<file path="src/source/isaPkg.sv">
/*
  ISA definitions for the 16-bit teaching processor.
  Opcodes, instruction field positions, the decoded control bundle
  and the NOP encoding used for pipeline bubbles.
*/
package isaPkg;

    typedef enum logic [4:0] {
        HALT = 5'b00000,
        NOP  = 5'b00001,
        SIIC = 5'b00010,
        J    = 5'b00100,
        JR   = 5'b00101,
        JAL  = 5'b00110,
        ADDI = 5'b01000,
        BEQZ = 5'b01100,
        ST   = 5'b10000,
        LD   = 5'b10001,
        LBI  = 5'b11000,
        ALUR = 5'b11011
    } opcodeT;

    // Instruction field positions
    localparam int opHi = 15;
    localparam int opLo = 11;
    localparam int rsHi = 10;
    localparam int rsLo = 8;
    localparam int rdiHi = 7; // Rd of I-format
    localparam int rdiLo = 5;
    localparam int rdrHi = 4; // Rd of R-format
    localparam int rdrLo = 2;

    localparam logic [2:0] linkRegNum = 3'd7;
    localparam logic [15:0] nopWord = {NOP, 11'b0};

    typedef enum logic [1:0] {
        RS  = 2'b00,
        RDR = 2'b01,
        R7  = 2'b10,
        RDI = 2'b11
    } destSelT;

    typedef struct packed {
        logic       regWrite;
        logic [2:0] writeReg;
        logic       memEnable;
        logic       memWrite;
        logic       valToReg;  // Load data to register file
        logic       aluSrcImm;
        logic [2:0] immSel;    // 0 imm5, 2 imm8, 4 disp11
        logic [1:0] linkReg;
        logic       regJump;
        logic       branch;
        logic       halt;
        logic       siic;
        logic       illegal;
        logic       readsRs;
    } ctrlT;

    // Opcodes that source register Rs
    function automatic logic readsRsOf(opcodeT op);
        return op inside {JR, ADDI, BEQZ, ST, LD, ALUR};
    endfunction

endpackage
</file>
<file path="src/source/pipePkg.sv">
/*
  Pipeline interface types for the fetch stage.
  Redirect from execute, instruction memory load port and the
  item handed to decode.
*/
package pipePkg;

    localparam int memWords = 256;
    localparam int memAddrBits = $clog2(memWords);

    typedef struct packed {
        logic        valid;
        logic [15:0] target;
    } redirectT;

    typedef struct packed {
        logic                   enable;
        logic [memAddrBits-1:0] addr; // Word address
        logic [15:0]            data;
    } memLoadT;

    typedef struct packed {
        logic [15:0]  pc;
        logic [15:0]  instr;
        isaPkg::ctrlT ctrl;
    } fetchOutT;

endpackage

</file>
<file path="src/source/fetchStage.sv">
/*
  Fetch stage top level.
  Pc and instruction RAM feed an in-flight register, the hazard check
  and the decoder, and results queue for decode behind valid/ready.
*/
module fetchStage (
    input  logic              clk,
    input  logic              reset,
    input  pipePkg::memLoadT  memLoad,
    input  pipePkg::redirectT redirect,
    output logic              outValid,
    input  logic              outReady,
    output pipePkg::fetchOutT outData,
    output logic              halted
);
    import isaPkg::*;
    import pipePkg::*;

    logic [15:0] pc;
    logic [15:0] fetched;
    logic [15:0] decodeInstr;
    logic [15:0] inFlightPc;
    logic        inFlightValid;
    logic        advance;
    logic        space;
    logic        pcStall;
    logic        pushValid;
    logic        hazardClear;
    redirectT    pcRedirect;
    ctrlT        ctrl;
    fetchOutT    pushData;

    // External redirect beats the load-use rewind
    assign pcRedirect.valid = redirect.valid || pcStall;
    assign pcRedirect.target = redirect.valid ? redirect.target : inFlightPc;

    assign advance = space && !pcStall && !halted;
    assign pushValid = inFlightValid && !halted && !redirect.valid; // Drop squashed words
    assign hazardClear = reset || redirect.valid; // Redirect also leaves halt

    assign pushData.pc = inFlightPc;
    assign pushData.instr = decodeInstr;
    assign pushData.ctrl = ctrl;

    // Tracks which pc the RAM output belongs to
    always_ff @(posedge clk) begin
        if (reset) begin
            inFlightValid <= 1'b0;
        end else begin
            inFlightValid <= advance && !pcRedirect.valid;
        end
    end

    always_ff @(posedge clk) begin
        inFlightPc <= pc;
    end

    programCounter pcUnit (
        .clk     (clk),
        .reset   (reset),
        .advance (advance),
        .redirect(pcRedirect),
        .pc      (pc)
    );

    instrMemory instrMem (
        .clk  (clk),
        .load (memLoad),
        .pc   (pc),
        .instr(fetched)
    );

    hazardDetect hazard (
        .clk         (clk),
        .reset       (hazardClear),
        .fetched     (fetched),
        .fetchedValid(inFlightValid),
        .issued      (pushValid),
        .issuedCtrl  (ctrl),
        .instr       (decodeInstr),
        .bubble      (),
        .pcStall     (pcStall),
        .halted      (halted)
    );

    controlDecode decode (
        .instr(decodeInstr),
        .ctrl (ctrl)
    );

    fetchOutput outBuf (
        .clk      (clk),
        .reset    (reset),
        .flush    (redirect.valid),
        .pushValid(pushValid),
        .pushData (pushData),
        .space    (space),
        .outValid (outValid),
        .outReady (outReady),
        .outData  (outData)
    );

    // Decode sees a steady item while it holds off, unless a redirect flushes it
    outHeld: assert property (@(posedge clk) disable iff (reset)
        outValid && !outReady && !redirect.valid |=> outValid && $stable(outData))
        else $error("output changed while decode was stalling");

endmodule

</file>
<file path="src/source/fetchOutput.sv">
/*
  Two-entry FIFO between fetch and decode.
  Space looks one cycle ahead so the pc only advances when the
  word it starts will find a free slot.
*/
module fetchOutput (
    input  logic              clk,
    input  logic              reset,
    input  logic              flush,
    input  logic              pushValid,
    input  pipePkg::fetchOutT pushData,
    output logic              space,
    output logic              outValid,
    input  logic              outReady,
    output pipePkg::fetchOutT outData
);
    import pipePkg::*;

    fetchOutT   slots [2];
    logic       rdPtr;
    logic       wrPtr;
    logic [1:0] count;
    logic [1:0] nextCount;
    logic       pop;
    logic       full;

    assign full = (count == 2'd2);
    assign outValid = (count != 2'd0);
    assign outData = slots[rdPtr];
    assign pop = outValid && outReady;

    // Occupancy after this edge; at most one left keeps a slot for the next fetch
    assign nextCount = count + 2'(pushValid) - 2'(pop);
    assign space = !nextCount[1];

    always_ff @(posedge clk) begin
        if (reset || flush) begin
            count <= 2'd0;
            rdPtr <= 1'b0;
            wrPtr <= 1'b0;
        end else begin
            count <= nextCount;
            if (pushValid) wrPtr <= ~wrPtr;
            if (pop) rdPtr <= ~rdPtr;
        end
    end

    always_ff @(posedge clk) begin
        if (pushValid) begin
            slots[wrPtr] <= pushData;
        end
    end

    // Space from a cycle earlier must have reserved this slot
    noPushWhenFull: assert property (@(posedge clk) disable iff (reset) pushValid |-> !full)
        else $error("push into full fetch buffer");

endmodule

</file>
<file path="src/source/controlDecode.sv">
/*
  Opcode decoder for the fetch stage.
  Purely combinational; turns one instruction into the control
  bundle and picks the destination register.
*/
module controlDecode (
    input  logic [15:0]  instr,
    output isaPkg::ctrlT ctrl
);
    import isaPkg::*;

    opcodeT  op;
    destSelT destSel;

    assign op = opcodeT'(instr[opHi:opLo]);

    always_comb begin
        ctrl = '0;
        destSel = RS;
        ctrl.readsRs = readsRsOf(op);
        case (op)
            HALT: ctrl.halt = 1'b1;
            NOP: ;
            SIIC: ctrl.siic = 1'b1;
            J: ctrl.immSel = 3'd4;      // disp11
            JR: begin
                ctrl.regJump = 1'b1;
                ctrl.immSel = 3'd2;
            end
            JAL: begin
                ctrl.regWrite = 1'b1;
                ctrl.linkReg = 2'b01; // Write back pc+2
                ctrl.immSel = 3'd4;
                destSel = R7;
            end
            ADDI: begin
                ctrl.regWrite = 1'b1;
                ctrl.aluSrcImm = 1'b1;
                destSel = RDI;
            end
            BEQZ: begin
                ctrl.branch = 1'b1;
                ctrl.immSel = 3'd2;
            end
            ST: begin
                ctrl.memEnable = 1'b1;
                ctrl.memWrite = 1'b1;
                ctrl.aluSrcImm = 1'b1;
            end
            LD: begin
                ctrl.regWrite = 1'b1;
                ctrl.memEnable = 1'b1;
                ctrl.valToReg = 1'b1;
                ctrl.aluSrcImm = 1'b1;
                destSel = RS;
            end
            LBI: begin
                ctrl.regWrite = 1'b1;
                ctrl.aluSrcImm = 1'b1;
                ctrl.immSel = 3'd2;     // imm8
                destSel = RS;
            end
            ALUR: begin
                ctrl.regWrite = 1'b1;
                destSel = RDR;
            end
            default: ctrl.illegal = 1'b1; // No writes of any kind
        endcase

        case (destSel)
            RS:  ctrl.writeReg = instr[rsHi:rsLo];
            RDR: ctrl.writeReg = instr[rdrHi:rdrLo];
            R7:  ctrl.writeReg = linkRegNum;
            RDI: ctrl.writeReg = instr[rdiHi:rdiLo];
            default: ctrl.writeReg = instr[rsHi:rsLo];
        endcase
    end

endmodule

</file>
<file path="src/source/hazardDetect.sv">
/*
  Load-use check and halt tracking for the fetch stage.
  A word that reads the Rs of the last issued LD is swapped for a NOP
  bubble and the pc is rewound so the reader is fetched again.
*/
module hazardDetect (
    input  logic         clk,
    input  logic         reset,
    input  logic [15:0]  fetched,
    input  logic         fetchedValid,
    input  logic         issued,
    input  isaPkg::ctrlT issuedCtrl,
    output logic [15:0]  instr,
    output logic         bubble,
    output logic         pcStall,
    output logic         halted
);
    import isaPkg::*;

    logic       ldPending;
    logic [2:0] ldDest;
    opcodeT     fetchedOp;
    logic       dependent;

    assign fetchedOp = opcodeT'(fetched[opHi:opLo]);
    assign dependent = ldPending && readsRsOf(fetchedOp) && (fetched[rsHi:rsLo] == ldDest);

    assign bubble = fetchedValid && !halted && dependent;
    assign pcStall = bubble; // Rewind to the dependent word
    assign instr = bubble ? nopWord : fetched;

    always_ff @(posedge clk) begin
        if (reset) begin
            ldPending <= 1'b0;
            halted <= 1'b0;
        end else if (issued) begin
            // Any issue, a bubble included, retires the pending load
            ldPending <= issuedCtrl.memEnable && !issuedCtrl.memWrite;
            if (issuedCtrl.halt) begin
                halted <= 1'b1;
            end
        end
    end

    always_ff @(posedge clk) begin
        if (issued) begin
            ldDest <= issuedCtrl.writeReg;
        end
    end

    // The issued NOP clears the load, so one bubble per LD
    singleBubble: assert property (@(posedge clk) disable iff (reset) bubble |=> !bubble)
        else $error("load-use bubble repeated");

endmodule

</file>
<file path="src/source/instrMemory.sv">
/*
  Single-ported instruction RAM, one 16-bit word per entry.
  The load port takes the array while fetch is parked; otherwise
  the word at pc is read with one cycle of latency.
*/
module instrMemory (
    input  logic             clk,
    input  pipePkg::memLoadT load,
    input  logic [15:0]      pc,
    output logic [15:0]      instr
);
    import pipePkg::*;

    logic [15:0] mem [memWords];

    always_ff @(posedge clk) begin
        if (load.enable) begin
            mem[load.addr] <= load.data;
        end else begin
            instr <= mem[pc[memAddrBits:1]]; // Halfword pc to word index
        end
    end

    // Loads only land while the pc is parked in reset or halt
    loadWhileParked: assert property (@(posedge clk) load.enable |=> $stable(pc))
        else $error("instruction load while fetch is running");

endmodule

</file>
<file path="src/source/programCounter.sv">
/*
  Fetch address register.
  Steps by one halfword instruction when advance is high and
  jumps to the redirect target, which always wins.
*/
module programCounter (
    input  logic              clk,
    input  logic              reset,
    input  logic              advance,
    input  pipePkg::redirectT redirect,
    output logic [15:0]       pc
);

    always_ff @(posedge clk) begin
        if (reset) begin
            pc <= 16'h0000;
        end else if (redirect.valid) begin
            pc <= redirect.target;
        end else if (advance) begin
            pc <= pc + 16'd2;
        end
        // Otherwise frozen by stall, halt or back-pressure
    end

    // Targets from execute and the hazard rewind must stay aligned
    pcAligned: assert property (@(posedge clk) disable iff (reset) !pc[0])
        else $error("pc is odd: %h", pc);

endmodule

</file>
<file path="config.mk">
export PLATFORM = sky130hd
export DESIGN_NAME = fetchStage
export DESIGN_NICKNAME = d
export VERILOG_FILES = /design/src/source/isaPkg.sv /design/src/source/pipePkg.sv /design/src/source/fetchStage.sv /design/src/source/fetchOutput.sv /design/src/source/controlDecode.sv /design/src/source/hazardDetect.sv /design/src/source/instrMemory.sv /design/src/source/programCounter.sv
export SDC_FILE = /design/constraint.sdc
export NUM_CORES = 2
export LEC_CHECK = 0
export BUFFER_PORTS_ARGS = -buffer_cell sky130_fd_sc_hd__buf_2
export CAP_MARGIN = 20
export CORE_ASPECT_RATIO = 0.5
export CORE_UTILIZATION = 50
export CTS_BUF_LIST = sky130_fd_sc_hd__clkbuf_4 sky130_fd_sc_hd__clkbuf_8
export DETAILED_ROUTE_END_ITERATION = 8
export PLACE_DENSITY = 0.64
export SYNTH_ARGS = -nofsm -noshare
export SYNTH_HDL_FRONTEND = slang
export SYNTH_MEMORY_MAX_BITS = 65536
export SYNTH_SLANG_ARGS = --single-unit
</file>
<file path="constraint.sdc">
create_clock -name clk -period 12 [get_ports clk]
set_clock_uncertainty 0.1 [all_clocks]
set_input_delay 1.2 -clock clk [delete_from_list [all_inputs] [get_ports clk]]
set_output_delay 1.2 -clock clk [all_outputs]
set_load 0.02 [all_outputs]
</file>
# == Yosys cells after proc, flatten, opt, wreduce, memory -nomap -nowiden ==
# Memories as Yosys holds them, arrays and structs flattened. A register that Yosys moved wholly into a read port is not among the register bits.
# Index checks and enable logic that the tools add are counted.
# word_totals
memories,2
mem_bits_rw,4196
in_bits,45
ff_bits,42
# mem_list
name,words,word_bits,rd,rd_ports_with_merged_regs,write_ports,line_no,rtl
instrMem.mem,256,16,1,1,1,instrMemory.sv:14,logic [15:0] mem [memWords];
outBuf.slots,2,50,1,1,1,fetchOutput.sv:19,fetchOutT slots [2];
# op_classes
n_addsub,3
muxes,24
reduce_logical,32
n_eq_ne,21
n_bitwise,2
# ops
operator,n
$mux 16,4
$eq 5x5->1 const B,7
$eq 5x3->1 const B,4
$eq 5x4->1 const B,4
$mux 1,17
$add 16x2->16 const B,1
$pmux 3 s4,1
$reduce_bool 6->1,2
$reduce_or 12->1,1
$logic_and 1x1->1,10
$logic_not 1->1,7
$pmux 2 s3,1
$pmux 3 s2,1
$eq 5x1->1 const B,1
$eq 5x2->1 const B,1
$logic_not 5->1,1
$reduce_or 5->1,1
$eq 2x2->1 const B,2
$reduce_bool 2->1,2
$reduce_or 2->1,2
$reduce_or 4->1,1
$eq 3x3->1,1
$reduce_or 3->1,1
$add 2x1->2,1
other kinds (6),8

# == Logic depth before layout (Yosys ltp) ==
# depth
word_depth,10
ltp_mapped,14

# == Hierarchy ==
# Synthesis repeated with hierarchy kept, for this count alone.
# unflattened
cells_unflattened,7744
area_unflattened_um2,165236.0
# modules_own_cells
module,instances,seq_area_each_um2,cells_per_inst,area_per_inst_um2
instrMemory,1,123478.4,7303,158704.7
fetchOutput,1,3163.0,181,4145.2
programCounter,1,320.3,106,887.1
fetchStage,1,340.3,40,615.6
hazardDetect,1,130.1,58,510.5
controlDecode,1,0.0,56,372.9

# == Worst setup path after synthesis ==
# OpenSTA, ideal clock, no wires.
# synth_path
path_type,input -> register
startpoint,input redirect[16] (netlist name)
endpoint,"memory outBuf.slots[0][0] (netlist name), enable pin"
slack_ns,6.393
arrival_ns,4.990
required_ns,11.384
path_stages,3
setup_ns,0.516
path_cell_list,buf_1 > buf_2 > nor3_1
# synth_via
elab_chain_cells,4
# synth_rtl
item,line_no,rtl
"start, declared",fetchStage.sv:10,"input pipePkg::redirectT redirect,"
$logic_not 1->1,fetchStage.sv:38,assign pushValid = inFlightValid && !halted && !redirect.valid;
$logic_and 1x1->1,fetchStage.sv:38,
$mux 1,fetchOutput.sv:49,if (pushValid) begin
$mux 1 (not written as such),fetchOutput.sv:50,slots[wrPtr] <= pushData;
"end, declared",fetchOutput.sv:19,
# No other way between the ends.

==> metrics <==
layout cells sized above 1=0.3139; clk_lat worst skew=1100 ps; full die area=329800 sq um; vias=83886; most common cell after layout, fill and taps aside=edfxtp_1; worst path bufs/invs=4; H-Tree Depth=6; Worst Setup EP=instrMem.instr[7]; outcome=complete, no violations; die height=406.6 microns; largest net degree at the start of global routing=146; Post-CTS Setup Inserts=0; initial antenna violation count=45; CP Cell Sequence=buf_12 > buf_4 > buf_4 > buf_4 > mux4_2 > mux4_2 > o22ai_1 > a22o_1 > nor3_1; Die X=811.2 microns; met1 GRT Util=0.4126; maximum capacitance violations=0; DRC Markers=0; Tot GR Track Use=0.2807; Crit path required time=12700 ps; met2 usage=0.4080; CP Launch Point=pcUnit.pc[2]; peak supply drop=0.1179 mV; TritonCTS clock tree=built; worst slack at placement=6223 ps; max-slew violation count=0; crit path kind=register to register; fraction of registers with async set/reset=0; flop2flop setup slack=5950 ps; pwr dens=162.4 nW/um^2; Post-synth EDFFs=4213; vias in the first global route=80638; Cells after Synth=7384; final period utilization=0.5038; final setup fails=0; CTS root buf=clkbuf_8; Max stage delay cell, worst path=o22ai_1; sequential cell area=127300 sq um; number of cells on the critical path=9; cts hold-fix bufs=0; via/cell ratio=6.505; DR pass1 iterations=6; RSZ-0062 raised after global routing=false; Hold Crit Class=register to register; leading cell types in the layout, fill and taps excluded=edfxtp_1 (4213), mux4_2 (1024), clkbuf_8 (627); final worst slack=5954 ps; Tightest Pin Transition=1450 ps; post-DP HPWL=268700 microns; initial DRC count=13635; Fmax=165.4 MHz; Worst setup EP type=register; core area=325500 sq um; GRT Residual Overflow=0; Mean Syn Cell Area=22.17 sq um; cell family with most CP delay=buffers and inverters; #FFs+latches synth=4253; Worst slew margin=0.03341; fillers=23974; Synth Cell Area=163700 sq um; I/O Pins=98; PortBufs=95; Worst Setup Start Kind=register; maximum root-to-sink buffer count=4; Clock transition at path regs=70 ps; fin crit period=6046 ps; Hold Violations, Final=0; Distinct cells, synth=75; critical path arrival=6740 ps; Reg2Reg Depth=9; global-route layer with the greatest usage=met1; sequential element share of the synthesized area=0.7777; reg2reg end=instrMem.instr[7]; clk sink count=4253; Area growth syn-to-layout=11.61%; Multi-input gate area=34430 sq um; met3 global-route usage=0.08559; nets=8134; YS warnings=0; first-pass GRT wire length=641900 microns; leakage=56.59 nW; slowest stage delay, CP=900 ps; gpl congestion=0.8704; reg2reg start=pcUnit.pc[2]; Post-DRT Antenna Nets=0; CTS buffer count=598; Post-Route Setup TNS=0 ps; final wirelength=467900 microns; starting density of the core=0.5029; Synth Flop Type=edfxtp_1; Worst path most repeated cell=buf_4; # rows=148; Avg WL per Cell=36.28 microns; worst-path maximum fanout=85; hold path start=pcUnit.pc[0]; post-CTS sizing=0
==> layer usage <==
metal | vias up | wire length [microns]
li1 | 32651 | -
met1 | 44597 | 183400
met2 | 5725 | 204900
met3 | 895 | 64130
met4 | 18 | 15260
met5 | - | 138
==> worst register-to-register path, stage by stage (launching register included) <==
cell and delay, ps:
dfxtp_4 570, buf_12 480, buf_4 760, buf_4 660, buf_4 640, mux4_2 460, mux4_2 620, o22ai_1 900
a22o_1 460, nor3_1 100
==> how the worst min path moves through the flow <==
stage,to,slack (ps),cells past startpoint
final,inFlightPc[0],250,0
after global routing,pcUnit.pc[0],230,3
after CTS,pcUnit.pc[0],170,3
after detailed placement,inFlightPc[0],240,0
after global placement,inFlightPc[0],240,0
after floorplan,inFlightPc[4],230,0
==> report_power, final <==
part	switching, mW	internal [mW]
combinational	1.43	0.783
sequential	0.0802	16.4
clock	5.42	5.56
==> cell usage after synthesis, drive strengths merged (3+ instances only) <==
library cell  count  share of area
a2111oi           9        0.00048
a211o             8        0.00043
a211oi           28         0.0013
a21oi           128         0.0039
a221oi           67         0.0036
a22o             13        0.00070
a22oi            70         0.0032
a311oi            6        0.00032
a31oi            10        0.00038
and2             23        0.00088
and3              4        0.00015
buf             255          0.011
clkbuf          179         0.0041
dfxtp            40         0.0049
edfxtp         4213           0.77
ha                3        0.00023
inv              12        0.00028
mux2             56         0.0039
mux2i           302          0.018
mux4           1024           0.14
nand2           128         0.0029
nand2b           11        0.00042
nand3            51         0.0016
nand3b            3        0.00014
nand4            17        0.00065
nor2            386         0.0089
nor2b            16        0.00061
nor3             20        0.00061
nor4              8        0.00031
o2111ai           3        0.00016
o211ai           12        0.00055
o21ai            95         0.0029
o221ai           57         0.0030
o22ai            41         0.0016
o311ai            4        0.00021
o32ai             5        0.00027
or2               7        0.00027
or3              14        0.00053
xnor2            13        0.00070
xor2              5        0.00027
==> kinds of logic (layout without fill, tap and decap cells) <==
group / Yosys count / after routing / synth area share
compound gates: 584 / 584 / 0.02456
xor+xnor: 19 / 19 / 0.001108
fa+ha+maj: 3 / 3 / 0.0002293
buf+inv: 447 / 1589 / 0.01493
flops: 4253 / 4253 / 0.7777
mux: 1382 / 1382 / 0.1632
other cells: 1 / 21 / 0.00002291
simple gates: 695 / 695 / 0.01827
==> stage by stage <==
stage	utilization	hold WS [ps]	power [mW]	instance area [sq um]	instances
6_report	0.5612	253.1	29.67	182700	12896
3_5_place_dp	0.5263	240.8	18.96	171300	11828
3_3_place_gp	0.5258	236.4	18.93	171200	11818
4_1_cts	0.5608	166.5	29.74	182600	12869
2_1_floorplan	-	229.0	17.96	163700	7385
5_1_grt	0.5611	233.7	30.45	182700	12879
==> flip-flops by register name (all words and copies together) (netlist names), named ones only <==
name / cells
outBuf.slots: 98
pcUnit.pc: 16
hazard.ldPending: 1
outBuf.count: 2
inFlightPc: 16
inFlightValid: 1
hazard.halted: 1
instrMem.mem: 4096
outBuf.rdPtr: 1
outBuf.wrPtr: 1
hazard.ldDest: 3
instrMem.instr: 16
==> cell type report <==
type | count | area share
Clock buffer | 847 | 0.05617
Inverter | 13 | 0.0003561
Clock inverter | 194 | 0.005232
Sequential cell | 4253 | 0.6969
Timing Repair Buffer | 535 | 0.02284
Multi-Input combinational cell | 2685 | 0.1884
Tap cell | 4350 | 0.02979
Antenna cell | 19 | 0.0002602
No activity file was read; power rests on OpenSTA's default activity.
